$ cat src/common/pipe_pkg.sv
// pipeline package: decode-to-execute bundle layout and sram request types
package pipe_pkg;

  // field positions, low end first
  localparam int CSR_OP_LSB       = 0;    // 3 bits
  localparam int CSR_INST_SEL_BIT = 3;
  localparam int MEM_OP_LSB       = 4;    // 3 bits
  localparam int MEM_WEN_BIT      = 7;
  localparam int MEM_REN_BIT      = 8;
  localparam int CSR_WEN_BIT      = 9;
  localparam int GPR_WEN_BIT      = 10;
  localparam int CSR_LSB          = 11;   // 12 bits
  localparam int RD_LSB           = 23;   // 5 bits
  localparam int ALU_OP_LSB       = 28;   // 5 bits
  localparam int WORD_CUT_BIT     = 33;
  localparam int SRC2_SEL_LSB     = 34;   // 2 bits
  localparam int SRC1_SEL_BIT     = 36;
  localparam int PC_LSB           = 37;   // 64 bits each from here up
  localparam int IMM_LSB          = 101;
  localparam int CSRRDATA_LSB     = 165;
  localparam int RS2_LSB          = 229;
  localparam int RS1_LSB          = 293;

  localparam int XLEN             = 64;
  localparam int DS_TO_ES_BUS_WD  = RS1_LSB + XLEN;

  typedef logic [DS_TO_ES_BUS_WD-1:0] ds_to_es_bus_t;

  typedef logic [31:0] sram_addr_t;
  typedef logic [7:0]  sram_wmask_t;

endpackage

$ cat src/common/riscv_pkg.sv
// riscv isa package: data widths and operation codes used by the execute slice
package riscv_pkg;

  typedef logic [63:0] gpr_data_t;
  typedef logic [63:0] pc_t;
  typedef logic [4:0]  gpr_addr_t;
  typedef logic [11:0] csr_addr_t;
  typedef logic [63:0] imm_t;
  typedef logic [4:0]  alu_op_t;
  typedef logic [2:0]  csr_op_t;
  typedef logic [2:0]  mem_op_t;
  typedef logic [1:0]  src2_sel_t;

  localparam alu_op_t ALU_ADD   = 5'd0;
  localparam alu_op_t ALU_SUB   = 5'd1;
  localparam alu_op_t ALU_SLL   = 5'd2;
  localparam alu_op_t ALU_SLT   = 5'd3;
  localparam alu_op_t ALU_SLTU  = 5'd4;
  localparam alu_op_t ALU_XOR   = 5'd5;
  localparam alu_op_t ALU_SRL   = 5'd6;
  localparam alu_op_t ALU_SRA   = 5'd7;
  localparam alu_op_t ALU_OR    = 5'd8;
  localparam alu_op_t ALU_AND   = 5'd9;
  localparam alu_op_t ALU_PASS2 = 5'd10;  // lui

  // funct3 style encoding, bit 2 marks the immediate forms
  localparam csr_op_t CSR_RW  = 3'd1;
  localparam csr_op_t CSR_RS  = 3'd2;
  localparam csr_op_t CSR_RC  = 3'd3;
  localparam csr_op_t CSR_RWI = 3'd5;
  localparam csr_op_t CSR_RSI = 3'd6;
  localparam csr_op_t CSR_RCI = 3'd7;

  localparam mem_op_t MEM_B  = 3'd0;
  localparam mem_op_t MEM_H  = 3'd1;
  localparam mem_op_t MEM_W  = 3'd2;
  localparam mem_op_t MEM_D  = 3'd3;
  localparam mem_op_t MEM_BU = 3'd4;
  localparam mem_op_t MEM_HU = 3'd5;
  localparam mem_op_t MEM_WU = 3'd6;

  localparam src2_sel_t SRC2_RS2  = 2'd0;
  localparam src2_sel_t SRC2_IMM  = 2'd1;
  localparam src2_sel_t SRC2_FOUR = 2'd2;

endpackage
$ cat src/common/data_sram_if.sv
// data sram request from execute, read data back to memory stage
`timescale 1ns/1ps

interface data_sram_if;

  pipe_pkg::sram_addr_t  addr;
  logic                  ren;    // single cycle strobes
  logic                  wen;
  pipe_pkg::sram_wmask_t wmask;
  riscv_pkg::gpr_data_t  wdata;
  riscv_pkg::gpr_data_t  rdata;  // valid the cycle after ren

  modport master (output addr, ren, wen, wmask, wdata);

  modport slave (input addr, ren, wen, wmask, wdata, output rdata);

  modport sink (input rdata);

endinterface

$ cat src/common/es_ms_if.sv
// execute to memory stage transfer, valid/allowin plus forwarded fields
`timescale 1ns/1ps

interface es_ms_if;

  logic                  es_to_ms_valid;
  logic                  ms_allowin;
  riscv_pkg::gpr_addr_t  rd;
  riscv_pkg::csr_addr_t  csr;
  logic                  gpr_wen;
  logic                  csr_wen;
  logic                  mem_ren;
  riscv_pkg::mem_op_t    mem_op;
  logic                  csr_inst_sel;
  riscv_pkg::gpr_data_t  csrrdata;
  riscv_pkg::gpr_data_t  alu_result;   // also carries the load address
  riscv_pkg::gpr_data_t  csr_result;

  modport es (
    output es_to_ms_valid, rd, csr, gpr_wen, csr_wen, mem_ren, mem_op,
    output csr_inst_sel, csrrdata, alu_result, csr_result,
    input  ms_allowin
  );

  modport ms (
    input  es_to_ms_valid, rd, csr, gpr_wen, csr_wen, mem_ren, mem_op,
    input  csr_inst_sel, csrrdata, alu_result, csr_result,
    output ms_allowin
  );

endinterface

$ cat src/mem/ms_stage.sv
// memory stage: transfer register, read data hold, load extension, result select
`timescale 1ns/1ps

module ms_stage (
  input  logic                 i_clk,
  input  logic                 i_reset,
  es_ms_if.ms                  es2ms,
  data_sram_if.sink            sram,
  input  logic                 i_ws_allowin,
  output logic                 o_ms_to_ws_valid,
  output riscv_pkg::gpr_addr_t o_ms_rd,
  output logic                 o_ms_gpr_wen,
  output riscv_pkg::gpr_data_t o_ms_final_result,
  output riscv_pkg::csr_addr_t o_ms_csr,
  output logic                 o_ms_csr_wen,
  output riscv_pkg::gpr_data_t o_ms_csr_result
);

  logic                 ms_valid;
  logic                 ms_ready_go;
  logic                 ms_accept;
  logic                 ms_first;     // first cycle holding this instruction
  logic                 ms_mem_ren;
  riscv_pkg::mem_op_t   ms_mem_op;
  logic                 ms_csr_inst_sel;
  riscv_pkg::gpr_data_t ms_csrrdata;
  riscv_pkg::gpr_data_t ms_alu_result;
  riscv_pkg::gpr_data_t rdata_hold;
  riscv_pkg::gpr_data_t rdata;
  riscv_pkg::gpr_data_t rdata_shift;
  riscv_pkg::gpr_data_t load_result;

  assign ms_ready_go      = 1'b1;
  assign es2ms.ms_allowin = !ms_valid || (ms_ready_go && i_ws_allowin);
  assign ms_accept        = es2ms.es_to_ms_valid && es2ms.ms_allowin;
  assign o_ms_to_ws_valid = ms_valid && ms_ready_go;

  always_ff @(posedge i_clk) begin
    if (i_reset) begin
      ms_valid <= 1'b0;
      ms_first <= 1'b0;
    end else begin
      if (es2ms.ms_allowin) ms_valid <= es2ms.es_to_ms_valid;
      ms_first <= ms_accept;
    end
  end

  always_ff @(posedge i_clk) begin
    if (ms_accept) begin
      o_ms_rd         <= es2ms.rd;
      o_ms_csr        <= es2ms.csr;
      o_ms_gpr_wen    <= es2ms.gpr_wen;
      o_ms_csr_wen    <= es2ms.csr_wen;
      ms_mem_ren      <= es2ms.mem_ren;
      ms_mem_op       <= es2ms.mem_op;
      ms_csr_inst_sel <= es2ms.csr_inst_sel;
      ms_csrrdata     <= es2ms.csrrdata;
      ms_alu_result   <= es2ms.alu_result;
      o_ms_csr_result <= es2ms.csr_result;
    end
    if (ms_first && ms_mem_ren) begin
      rdata_hold <= sram.rdata;
    end
  end

  // live sram data in the first cycle, held copy under a stall
  assign rdata       = ms_first ? sram.rdata : rdata_hold;
  assign rdata_shift = rdata >> {ms_alu_result[2:0], 3'b000};

  always_comb begin
    case (ms_mem_op)
      riscv_pkg::MEM_B:  load_result = {{56{rdata_shift[7]}}, rdata_shift[7:0]};
      riscv_pkg::MEM_H:  load_result = {{48{rdata_shift[15]}}, rdata_shift[15:0]};
      riscv_pkg::MEM_W:  load_result = {{32{rdata_shift[31]}}, rdata_shift[31:0]};
      riscv_pkg::MEM_BU: load_result = {56'b0, rdata_shift[7:0]};
      riscv_pkg::MEM_HU: load_result = {48'b0, rdata_shift[15:0]};
      riscv_pkg::MEM_WU: load_result = {32'b0, rdata_shift[31:0]};
      default:           load_result = rdata_shift;  // doubleword
    endcase
  end

  always_comb begin
    if (ms_mem_ren) begin
      o_ms_final_result = load_result;
    end else if (ms_csr_inst_sel) begin
      o_ms_final_result = ms_csrrdata;  // old csr value goes to rd
    end else begin
      o_ms_final_result = ms_alu_result;
    end
  end

endmodule

$ cat src/flat_wrapper.sv
// flat-port wrapper written by rule: the top's interface ports become plain ports
module ms_stage_flat 
  (i_clk, i_reset, i_ws_allowin, o_ms_to_ws_valid, o_ms_rd, o_ms_gpr_wen, o_ms_final_result, o_ms_csr, o_ms_csr_wen, o_ms_csr_result, es2ms_es_to_ms_valid, es2ms_rd, es2ms_csr, es2ms_gpr_wen, es2ms_csr_wen, es2ms_mem_ren, es2ms_mem_op, es2ms_csr_inst_sel, es2ms_csrrdata, es2ms_alu_result, es2ms_csr_result, es2ms_ms_allowin, sram_rdata);
  es_ms_if es2ms_i ();
  data_sram_if sram_i ();
  input  logic i_clk;
  input  logic i_reset;
  input  logic i_ws_allowin;
  output logic o_ms_to_ws_valid;
  output riscv_pkg::gpr_addr_t o_ms_rd;
  output logic o_ms_gpr_wen;
  output riscv_pkg::gpr_data_t o_ms_final_result;
  output riscv_pkg::csr_addr_t o_ms_csr;
  output logic o_ms_csr_wen;
  output riscv_pkg::gpr_data_t o_ms_csr_result;
  input wire logic [$bits(es2ms_i.es_to_ms_valid)-1:0] es2ms_es_to_ms_valid;
  input wire logic [$bits(es2ms_i.rd)-1:0] es2ms_rd;
  input wire logic [$bits(es2ms_i.csr)-1:0] es2ms_csr;
  input wire logic [$bits(es2ms_i.gpr_wen)-1:0] es2ms_gpr_wen;
  input wire logic [$bits(es2ms_i.csr_wen)-1:0] es2ms_csr_wen;
  input wire logic [$bits(es2ms_i.mem_ren)-1:0] es2ms_mem_ren;
  input wire logic [$bits(es2ms_i.mem_op)-1:0] es2ms_mem_op;
  input wire logic [$bits(es2ms_i.csr_inst_sel)-1:0] es2ms_csr_inst_sel;
  input wire logic [$bits(es2ms_i.csrrdata)-1:0] es2ms_csrrdata;
  input wire logic [$bits(es2ms_i.alu_result)-1:0] es2ms_alu_result;
  input wire logic [$bits(es2ms_i.csr_result)-1:0] es2ms_csr_result;
  output wire logic [$bits(es2ms_i.ms_allowin)-1:0] es2ms_ms_allowin;
  input wire logic [$bits(sram_i.rdata)-1:0] sram_rdata;
  assign es2ms_i.es_to_ms_valid = es2ms_es_to_ms_valid;
  assign es2ms_i.rd = es2ms_rd;
  assign es2ms_i.csr = es2ms_csr;
  assign es2ms_i.gpr_wen = es2ms_gpr_wen;
  assign es2ms_i.csr_wen = es2ms_csr_wen;
  assign es2ms_i.mem_ren = es2ms_mem_ren;
  assign es2ms_i.mem_op = es2ms_mem_op;
  assign es2ms_i.csr_inst_sel = es2ms_csr_inst_sel;
  assign es2ms_i.csrrdata = es2ms_csrrdata;
  assign es2ms_i.alu_result = es2ms_alu_result;
  assign es2ms_i.csr_result = es2ms_csr_result;
  assign es2ms_ms_allowin = es2ms_i.ms_allowin;
  assign sram_i.rdata = sram_rdata;
  ms_stage u_core (.i_clk(i_clk), .i_reset(i_reset), .es2ms(es2ms_i), .sram(sram_i), .i_ws_allowin(i_ws_allowin), .o_ms_to_ws_valid(o_ms_to_ws_valid), .o_ms_rd(o_ms_rd), .o_ms_gpr_wen(o_ms_gpr_wen), .o_ms_final_result(o_ms_final_result), .o_ms_csr(o_ms_csr), .o_ms_csr_wen(o_ms_csr_wen), .o_ms_csr_result(o_ms_csr_result));
endmodule
$ cat config.mk
export PLATFORM = sky130hd
export DESIGN_NAME = ms_stage_flat
export DESIGN_NICKNAME = d
export VERILOG_FILES = /design/src/common/pipe_pkg.sv /design/src/common/riscv_pkg.sv /design/src/common/data_sram_if.sv /design/src/common/es_ms_if.sv /design/src/mem/ms_stage.sv /design/src/flat_wrapper.sv
export SDC_FILE = /design/constraint.sdc
export NUM_CORES = 1
export LEC_CHECK = 0
export BUFFER_PORTS_ARGS = -buffer_cell sky130_fd_sc_hd__buf_2
export CAP_MARGIN = 5
export CORE_UTILIZATION = 40
export DETAILED_ROUTE_END_ITERATION = 7
export HOLD_SLACK_MARGIN = 0.15
export PLACE_DENSITY = 0.66
export SETUP_SLACK_MARGIN = 0.15
export SLEW_MARGIN = 20
export SYNTH_ARGS = -nofsm -noshare
export SYNTH_HDL_FRONTEND = slang
export SYNTH_SLANG_ARGS = --single-unit
$ cat constraint.sdc
create_clock -name i_clk -period 15.76 [get_ports i_clk]
set_input_delay 2.364 -clock i_clk [delete_from_list [all_inputs] [get_ports i_clk]]
set_output_delay 2.364 -clock i_clk [all_outputs]
set_load 0.01 [all_outputs]
Yosys cells after proc, flatten, opt, wreduce, memory -nomap -nowiden
Index checks and enable logic that the tools add are counted.
{"block": "word_totals", "reg_bits": 282, "output_inout_bits": 149, "wordCells": 28}
{"block": "classes", "n_mux": 4, "n_eq_ne": 5, "n_shift": 1, "reduce_logical": 5}
{"op": "$pmux W64 S6", "n": 1}
{"op": "$mux W64", "n": 3}
{"op": "$shr A64 B6 Y64", "n": 1}
{"op": "$eq A3 B3 Y1 const B", "n": 3}
{"op": "$eq A3 B1 Y1 const B", "n": 1}
{"op": "$eq A3 B2 Y1 const B", "n": 1}
{"op": "$logic_not A3 Y1", "n": 1}
{"op": "$logic_and A1 B1 Y1", "n": 2}
{"op": "$logic_not A1 Y1", "n": 1}
{"op": "$logic_or A1 B1 Y1", "n": 1}

Depth between registers and ports, before layout
Gate-level depths: netlist of run 1.
{"block": "logic_depth", "ltp_word": 4, "ltp_mapped": 10, "depth_no_buf": 6}

Least setup slack after synthesis of run 1
OpenSTA, ideal clock, no wires.
{"block": "synth_timing", "path_type": "input to register", "start": "in i_ws_allowin", "end": "reg u_core.ms_alu_result[0], enable pin", "setup_time_ns": 0.605, "path_stages": 2, "arrival_time_ns": 7.513, "path_buffers": 0, "path_slack_ns": 7.642, "path_cell_list": "nand2b_1 -> and2_1"}
{"block": "synth_between", "elab_chain_len": 2}
{"item": "from (decl)", "line_no": "flat_wrapper.sv:8", "source": "input logic i_ws_allowin;"}
{"item": "$logic_or A1 B1 Y1", "line_no": "ms_stage.sv:34", "source": "assign es2ms.ms_allowin = !ms_valid || (ms_ready_go && i_ws_allowin);"}
{"item": "$logic_and A1 B1 Y1", "line_no": "ms_stage.sv:35", "source": "assign ms_accept = es2ms.es_to_ms_valid && es2ms.ms_allowin;"}
{"item": "named net u_core.ms_accept", "line_no": "ms_stage.sv:21", "source": "logic ms_accept;"}
{"item": "to (signal assigned)", "line_no": "ms_stage.sv:58", "source": "ms_alu_result <= es2ms.alu_result;"}
{"item": "to (decl)", "line_no": "ms_stage.sv:27", "source": "riscv_pkg::gpr_data_t ms_alu_result;"}
The timed path passes the listed nets, and every way through them passes these cells.
A chain may end at the register's enable or synchronous reset.

Worst setup path in the final report of run 1
{"block": "layout_timing", "start": "in sram_rdata[55]", "end": "out o_ms_final_result[31]"}
{"block": "layout_between", "elab_chain_len": 4}
{"item": "from (decl)", "line_no": "flat_wrapper.sv:28", "source": "input wire logic [$bits(sram_i.rdata)-1:0] sram_rdata;"}
{"item": "$mux W64", "line_no": "ms_stage.sv:67", "source": "assign rdata = ms_first ? sram.rdata : rdata_hold;"}
{"item": "$shr A64 B6 Y64", "line_no": "ms_stage.sv:68", "source": "assign rdata_shift = rdata >> {ms_alu_result[2:0], 3'b000};"}
{"item": "$pmux W64 S6", "line_no": "ms_stage.sv:71", "source": "case (ms_mem_op)"}
{"item": "$mux W64", "line_no": "ms_stage.sv:83", "source": "if (ms_mem_ren) begin"}
{"item": "to (decl)", "line_no": "flat_wrapper.sv:12", "source": "output riscv_pkg::gpr_data_t o_ms_final_result;"}
No other way between the ends.

==> results of run 1 <==
layer usage:
metal,up-vias,global-route usage (%),part of all wire (%)
met5,-,0,0.041
met4,2,11.3,4.4
met3,82,6.75,8.3
met2,463,42.5,50
met1,4472,29.5,38
li1,4204,-,-
flip-flops by register name, summed over array words and instances (netlist names), 3 cells and up:
signal and cells:
u_core.ms_alu_result 64, u_core.ms_csrrdata 64, u_core.o_ms_csr_result 64, u_core.rdata_hold 64, u_core.o_ms_csr 12, u_core.o_ms_rd 5, u_core.ms_mem_op 3
layout make-up:
type | instances | area, um^2 | area share [%]
sequential | 282 | 8450 | 51.5
timing repair buffer | 447 | 2290 | 14.0
clock buffer | 34 | 766 | 4.67
antenna | 5 | 12.5 | 0.0762
multi-input combinational | 506 | 4060 | 24.7
clock inverter | 22 | 307 | 1.87
tap | 402 | 503 | 3.06
inverter | 6 | 22.5 | 0.137
power groups by stage:
stage	sequential [mW]	clock, mW	combinational (mW)
after floorplan	0.910	0	0.130
after global placement	0.898	0	0.249
after detailed placement	0.899	0	0.252
after CTS	0.884	0.780	0.253
after global routing	0.887	0.807	0.271
final	0.884	0.765	0.253
layout by cell type, fill, tap and decap left out, drive strengths merged, types with 2 or more instances in the layout:
cell      instances
a211oi           33
a21oi            65
a22oi             2
a31oi             4
and2              2
and3              3
buf             447
bufinv            7
clkbuf           34
clkinv           11
clkinvlp          3
dfxtp             2
diode             5
edfxtp          280
inv               7
mux2             34
mux2i            66
mux4             38
nand2            63
nand2b            9
nand3            14
nand4             2
nor2             46
nor2b            38
nor3              8
o211ai           24
o21ai            16
o221ai            9
o22a              7
o32a              6
or3               8
worst reg2reg max path, stage by stage, from the launching register on:
cell	delay (ns)
dfxtp_4	0.54
buf_4	0.65
and2_2	0.30
buf_4	0.66
kinds of logic after synthesis:
| family | after synthesis | share of synthesized area [%] |
|---|---|---|
| compound gates | 172 | 9.44 |
| buf+inv | 69 | 2.56 |
| flops | 282 | 65.9 |
| mux | 138 | 14.8 |
| simple gates | 196 | 7.32 |
worst max path at each step:
stage / endpoint / slack [ns] / cells after the start
2_1_floorplan: u_core.ms_alu_result[0]$_DFFE_PP_ / 7.64 / 2
3_3_place_gp: o_ms_final_result[62] / 8.63 / 8
3_5_place_dp: o_ms_final_result[45] / 8.54 / 8
4_1_cts: o_ms_final_result[45] / 8.53 / 8
5_1_grt: o_ms_final_result[31] / 8.66 / 8
6_report: o_ms_final_result[31] / 8.73 / 8
metrics by stage:
| stage | instance area, um^2 | hold slack, ns | cells | worst slack, ns |
|---|---|---|---|---|
| finish | 16400 | 0.524 | 1704 | 8.73 |
| floorplan | 12800 | 0.593 | 857 | 7.64 |
| global route | 16400 | 0.555 | 1699 | 8.66 |
| global placement | 15300 | 0.498 | 1642 | 8.63 |
| detailed placement | 15300 | 0.508 | 1642 | 8.54 |
| CTS | 16400 | 0.519 | 1698 | 8.53 |
==> summary.md, run 1 <==
| Metric | Value |
|---|---|
| Status | `finished clean` |
| Global-route wire length before repair | `just under 60000 um` |
| Synth cell types | `46` |
| Hold-fix buffers, CTS | `0` |
| Initial DRC count | `~800` |
| Mapped Cells | `857` |
| Die ar. | `around 33000 um^2` |
| ANT nets after route | `0` |
| Max Clk Rate | `between 100 and 150 MHz` |
| TritonCTS clock tree | `yes` |
| Crit path from | `sram_rdata[55]` |
| Filler Cells Inserted | `between 2000 and 3000` |
| Total CTS buffers | `30` |
| Switching share of power | `between 20 and 25%` |
| NetSw | `between 0.4 and 0.5 mW` |
| Slew @ Worst Pin | `around 1.1 ns` |
| Hold depth | `2` |
| Hold_sp | `u_core.o_ms_to_ws_valid$_SDFFE_PP0N_` |
| DP HPWL | `around 31000 um` |
| RSZ-0062 raised after global routing | `no` |
| Ranking of synthesized cells by area | `edfxtp_1 (66%), mux4_2 (6.7%), mux2i_1 (5.2%)` |
| CP Class | `in -> out` |
| Post-CTS setup buffers | `0` |
| Worst rel slew slack | `between 20 and 30%` |
| Total iterations of the first detailed-routing run | `5` |
| CP delay by family, top | `compound AO/OA/AOI/OAI gates` |
| Worst path arrival time | `approximately 4.7 ns` |
| Initial antenna violation count | `5` |
| Int Power | `between 1 and 1.5 mW` |
| Vias | `around 9000` |
| DRC viols | `0` |
| Avg WL per Cell | `between 20 and 25 um` |
| Min Tclk post-route | `7.03 ns` |
| Syn Nets | `between 1000 and 1500` |
| Largest area contributor in the netlist | `edfxtp_1` |
| Final wirelength | `about 42000 um` |
| Final Cycle Share | `about 45%` |
| R2R depth | `3` |
| Async S/R FF share, synth | `0%` |
| Post-synth EDFFs | `280` |
| I/O pins | `~430` |
| P&R area growth vs syn | `28.0%` |
| HP Class | `reg -> reg` |
| Crit-path max FO | `17` |
| Clock skew | `~0.021 ns` |
| CTS clock-pin slew for the worst setup and hold paths | `roughly 0.060 ns` |
| Post-cts resize count | `0` |
| Final Net Count | `1557` |
| Via density | `between 5 and 6` |
| Comb power frac | `approximately an eighth` |
| Syn avg cell area | `15.0 um^2` |
| Mapped Area | `around 13000 um^2` |
| VDD IR max | `~0.10 mV` |
| R2R Path End | `u_core.rdata_hold[24]$_DFFE_PP_` |
| TritonCTS Sinks | `around 280` |
| Layout Utilization | `about 52%` |
| Maximum level of the CTS H-tree | `1` |
| Clock Tree Buf Depth | `3` |
| Hold worst-path end | `u_core.o_ms_to_ws_valid$_SDFFE_PP0N_` |
| Skew-Pair Late Insertion Delay | `roughly 0.57 ns` |
| TNS Setup | `0 ns` |
| Total power | `1.90 mW` |
| Register area share after synthesis | `65.9%` |
| Most common library cells after synthesis | `edfxtp_1 (280), mux2i_1 (66), nand2_1 (63), a21oi_1 (55), nor2_1 (46)` |
| Slew Viols, Final | `0` |
| GP Congestion | `0.900` |
| Synth Flop Type | `edfxtp_1` |
| Total congestion overflow | `0` |
| # rows | `65` |
| Final Hold Viols | `0` |
| Clock network fraction of total power | `40.2%` |
| Die Height | `between 150 and 200 um` |
| Critical Path Sink Type | `output port` |
| Vias in the first global route | `slightly above 9000` |
| Req. time, crit path | `~13 ns` |
| GRT Total Usage | `about 25%` |
| Final setup violation count | `0` |
| Fraction of layout cells with a size suffix above 1 | `a little under half` |
| Share of the synthesized area in the top cell type | `about two thirds` |
| RR Startpoint | `u_core.ms_first$_SDFF_PP0_` |
| Max Cap Viol | `0` |
| Synthesized flop and latch total | `~280` |
| Leak Pwr | `6.41 nW` |
| Worst setup SP type | `input port` |
| Largest net degree at the start of global routing | `86` |
| Die width | `around 180 um` |
| Core area | `between 30000 and 40000 um^2` |
| Critical-path cell list | `buf_2, mux4_2, a22o_1, o22ai_2, a31oi_2, o211ai_4, o221ai_1, buf_2` |
| Bufs and invs on worst path | `2` |
| Sequential Power Share | `46.5%` |
| Pwr/cell area | `116 nW/um^2` |
| CTS Root Cell | `clkbuf_16` |
| IO Port Bufs | `approximately 430` |
| R2r setup slk | `roughly 13 ns` |
| Yosys warns | `0` |
| Count leader, synth | `edfxtp_1` |
| Starting density of the core | `40.6%` |
| Crit path max-delay cell type | `o211ai_4` |
| Largest stage delay, worst path | `0.67 ns` |
| Most frequent CP cell | `buf_2` |
Note: power is estimated with default switching activity, not from simulation.
==> run 2, diff against run 1 <==
--- a/config.mk
+++ b/config.mk
@@ -5,12 +5,13 @@
 export SDC_FILE = /design/constraint.sdc
 export NUM_CORES = 1
 export LEC_CHECK = 0
+export ABC_AREA = 1
 export BUFFER_PORTS_ARGS = -buffer_cell sky130_fd_sc_hd__buf_2
 export CAP_MARGIN = 5
 export CORE_UTILIZATION = 40
 export DETAILED_ROUTE_END_ITERATION = 7
 export HOLD_SLACK_MARGIN = 0.15
-export PLACE_DENSITY = 0.66
+export PLACE_DENSITY = 0.68
 export SETUP_SLACK_MARGIN = 0.15
 export SLEW_MARGIN = 20
 export SYNTH_ARGS = -nofsm -noshare
==> constraint.sdc (replaced) <==
create_clock -name i_clk -period 6.07 [get_ports i_clk]
set_input_delay 0.9105 -clock i_clk [delete_from_list [all_inputs] [get_ports i_clk]]
set_output_delay 0.9105 -clock i_clk [all_outputs]
set_load 0.01 [all_outputs]
==> run 2 against run 1 <==
Effect of this change:
- register-to-register slack worse by 10 ns
- combinational power grew to 2.7 times the previous value
- area after synthesis is 0.93% higher
- cell area is 0.34% lower
- routed wire length is 7.5% higher
- synthesized cell count is 46% higher
- first-iteration DRC count is 24% higher
==> summary.md, run 2 <==
| Metric | Value |
|---|---|
| Post-cts resize count | `0 (unchanged)` |
| R2R Path End | `u_core.rdata_hold[35]$_DFFE_PP_` |
| Req. time, crit path | `5.16 ns (-8.24 ns)` |
| TritonCTS Sinks | `282 (unchanged)` |
| Hold worst-path end | `u_core.o_ms_to_ws_valid$_SDFFE_PP0N_` |
| R2r setup slk | `2.98 ns (-10.17 ns)` |
| Total iterations of the first detailed-routing run | `7 (+2)` |
| RSZ-0062 raised after global routing | `no` |
| Synthesized flop and latch total | `282 (unchanged)` |
| Final WS setup | `1.69 ns (-7.05 ns)` |
| Worst path arrival time | `3.47 ns (-1.19 ns)` |
| DP HPWL | `33100 um (+5.8%)` |
| # rows | `65 (unchanged)` |
| Yosys warns | `0 (unchanged)` |
| DRC viols | `0 (unchanged)` |
| Core area | `31700 um^2 (+0.52%)` |
| Clock skew | `0.0165 ns (-0.00448 ns)` |
| Critical Path Sink Type | `output port` |
| Placement Setup Slack | `2.31 ns (-6.23 ns)` |
| Max Clk Rate | `between 200 and 250 MHz` |
| CTS Root Cell | `clkbuf_16` |
| Die width | `182 um (+0.46%)` |
| Count leader, synth | `nand2_1` |
| Die ar. | `33100 um^2 (+0.91%)` |
| CP delay by family, top | `simple AND/OR/NAND/NOR gates` |
| Die Height | `182 um (+0.46%)` |
| Mapped Area | `12900 um^2 (+0.93%)` |
| Share of the synthesized area in the top cell type | `65.0% (-0.60 points)` |
| Crit path max-delay cell type | `buf_4` |
| GRT Total Usage | `26.5% (+1.6 points)` |
| Via density | `5.34 (-1.3%)` |
| Critical-path cell list | `buf_4, nand2_1, nand3_2, nand3_1, nand3_1, nand3_2, nand4_1, nand2_1, nand2_1, buf_2` |
| HP Class | `in -> reg` |
| Pwr/cell area | `304 nW/um^2 (+160%)` |
| Final Hold Viols | `0 (unchanged)` |
| CTS clock-pin slew for the worst setup and hold paths | `0.06 ns (about the same)` |
| RR Startpoint | `u_core.ms_mem_ren$_DFFE_PP_` |
| Synth Flop Type | `edfxtp_1` |
| Initial DRC count | `999 (+24%)` |
| Most frequent CP cell | `nand2_1` |
| Vias | `11000 (+20%)` |
| Vias in the first global route | `10700 (+17%)` |
| Global-route wire length before repair | `65200 um (+9.9%)` |
| Commonest non-fill, non-tap cell in the layout | `buf_2` |
| Async S/R FF share, synth | `0% (unchanged)` |
| Final wirelength | `44800 um (+7.5%)` |
| IO Port Bufs | `432 (unchanged)` |
| Total congestion overflow | `0 (unchanged)` |
| Slew @ Worst Pin | `1.04 ns (-0.0539 ns)` |
| Initial antenna violation count | `17 (+12)` |
| R2R depth | `4 (+1)` |
| Skew-Pair Late Insertion Delay | `0.59 ns (+0.02 ns)` |
| Filler Cells Inserted | `2881 (+5.9%)` |
| Clock Tree Buf Depth | `3 (unchanged)` |
| Area taken by multi-input logic gates | `3960 um^2 (-2.3%)` |
| GP Congestion | `0.920 (+2.3%)` |
| Ranking of synthesized cells by area | `edfxtp_1 (65%), nand2_1 (9.9%), nand3_1 (5.8%)` |
| Max Cap Viol | `0 (unchanged)` |
| Min Tclk post-route | `about 4.4 ns` |
| Maximum level of the CTS H-tree | `1 (unchanged)` |
| Largest stage delay, worst path | `0.61 ns (-0.06 ns)` |
| Most common library cells after synthesis | `nand2_1 (340), edfxtp_1 (280), nand3_1 (151), nor2_1 (111), o21ai_0 (81)` |
| Largest area contributor in the netlist | `edfxtp_1` |
| Avg WL per Cell | `21.7 um (-11%)` |
| Bufs and invs on worst path | `2 (unchanged)` |
| Commonest cells after routing, fill and taps aside | `buf_2 (432), nand2_1 (340), edfxtp_1 (280)` |
| P&R area growth vs syn | `26.4%` |
| Final Cycle Share | `between 70% and 80%` |
| I/O pins | `433 (unchanged)` |
| Hold_sp | `i_reset` |
| Total CTS buffers | `31 (+3.3%)` |
| Starting density of the core | `40.8% (+0.17 points)` |
| Register area share after synthesis | `65.3% (-0.61 points)` |
| Final Net Count | `1921 (+23%)` |
| Syn Nets | `1533 (+34%)` |
| VDD IR max | `0.231 mV (+120%)` |
| Area occupied by registers | `8450 um^2 (about the same)` |
| Crit-path max FO | `79 (+62)` |
| Syn avg cell area | `10.4 um^2 (-31%)` |
| Status | `finished clean` |
| TNS Setup | `0 ns (unchanged)` |
| TritonCTS clock tree | `yes` |
| Leak Pwr | `7.05 nW (+10%)` |
| Hold depth | `2 (unchanged)` |
| Mapped Cells | `1249 (+46%)` |
| Final setup violation count | `0 (unchanged)` |
| Largest net degree at the start of global routing | `128 (+49%)` |
| Critical path depth | `10 (+2)` |
| Hold-fix buffers, CTS | `0 (unchanged)` |
| Post-synth EDFFs | `280 (unchanged)` |
| Worst rel slew slack | `30.5% (+3.6 points)` |
| Synth cell types | `32 (-30%)` |
| Post-CTS setup buffers | `0 (unchanged)` |
| CP Class | `reg -> out` |
| ANT nets after route | `0 (unchanged)` |
| Slew Viols, Final | `0 (unchanged)` |
| Fraction of layout cells with a size suffix above 1 | `32.0% (-13 points)` |
| Worst setup SP type | `flip-flop` |
[run 2: cell types whose count changed after synthesis, sizes merged, moves of 28 or more]
cell	change
nand2	+281
nand3	+145
o21ai	+82
nor2	+65
mux2i	-62
nand4	+40
mux4	-38
nor2b	-38
mux2	-34
a211oi	-33
or2	+28
[run 2: report_power, final]
group / switching (mW) / internal, mW / total [mW] / leakage (nW)
clock: 0.773 / 1.23 / 2.00 / 0.514
sequential: 0.0290 / 2.27 / 2.30 / 2.70
combinational: 0.452 / 0.230 / 0.683 / 3.84
[run 2: routing by layer]
layer | vias up | share of wire, % | GRT usage (%) | routed length [um]
li1 | 5189 | - | - | -
met1 | 5145 | 39 | 32.4 | 17200
met2 | 569 | 48 | 43.6 | 21300
met3 | 124 | 7.9 | 6.18 | 3520
met4 | 14 | 5.8 | 14.2 | 2590
met5 | - | 0.21 | 0 | 96
[run 2: worst max path at each step]
stage / start / endpoint
after floorplan: i_ws_allowin / u_core.ms_alu_result[0]$_DFFE_PP_
after global placement: u_core.ms_first$_SDFF_PP0_ / o_ms_final_result[43]
after detailed placement: u_core.ms_first$_SDFF_PP0_ / o_ms_final_result[40]
after CTS: u_core.ms_first$_SDFF_PP0_ / o_ms_final_result[40]
after global routing: u_core.ms_first$_SDFF_PP0_ / o_ms_final_result[15]
final: u_core.ms_first$_SDFF_PP0_ / o_ms_final_result[43]
[run 2: cell type report]
cell class                      instances  share of cell area, %
Inverter                               20                  0.520
Tap cell                              402                   3.08
Clock buffer                           37                   4.88
Timing Repair Buffer                  445                   13.9
Clock inverter                         15                   1.61
Sequential cell                       282                   51.7
Multi-Input combinational cell        857                   24.2
Antenna cell                            9                  0.138
[run 2: cell families (layout without fill, tap and decap cells)]
logic type / after synthesis / after routing / synth area share (%)
AND/OR/NAND/NOR: 690 / 690 / 23.5
AO/OA/AOI/OAI: 163 / 163 / 6.79
multiplexers: 4 / 4 / 0.309
flip-flops: 282 / 282 / 65.3
buffers and inverters: 110 / 517 / 4.11
other: 0 / 9 / 0
[run 2: stage by stage]
step | total power [mW] | area (um^2) | std cells | hold slack [ns] | util, %
final | 4.98 | 16400 | 2067 | 0.488 | 51.6
after detailed placement | 3.02 | 15300 | 2006 | 0.513 | 48.1
after global placement | 3.01 | 15300 | 2006 | 0.483 | 48.1
after global routing | 5.15 | 16300 | 2064 | 0.475 | 51.5
after CTS | 5.01 | 16300 | 2058 | 0.469 | 51.5
after floorplan | 2.71 | 12900 | 1249 | 0.586 | -
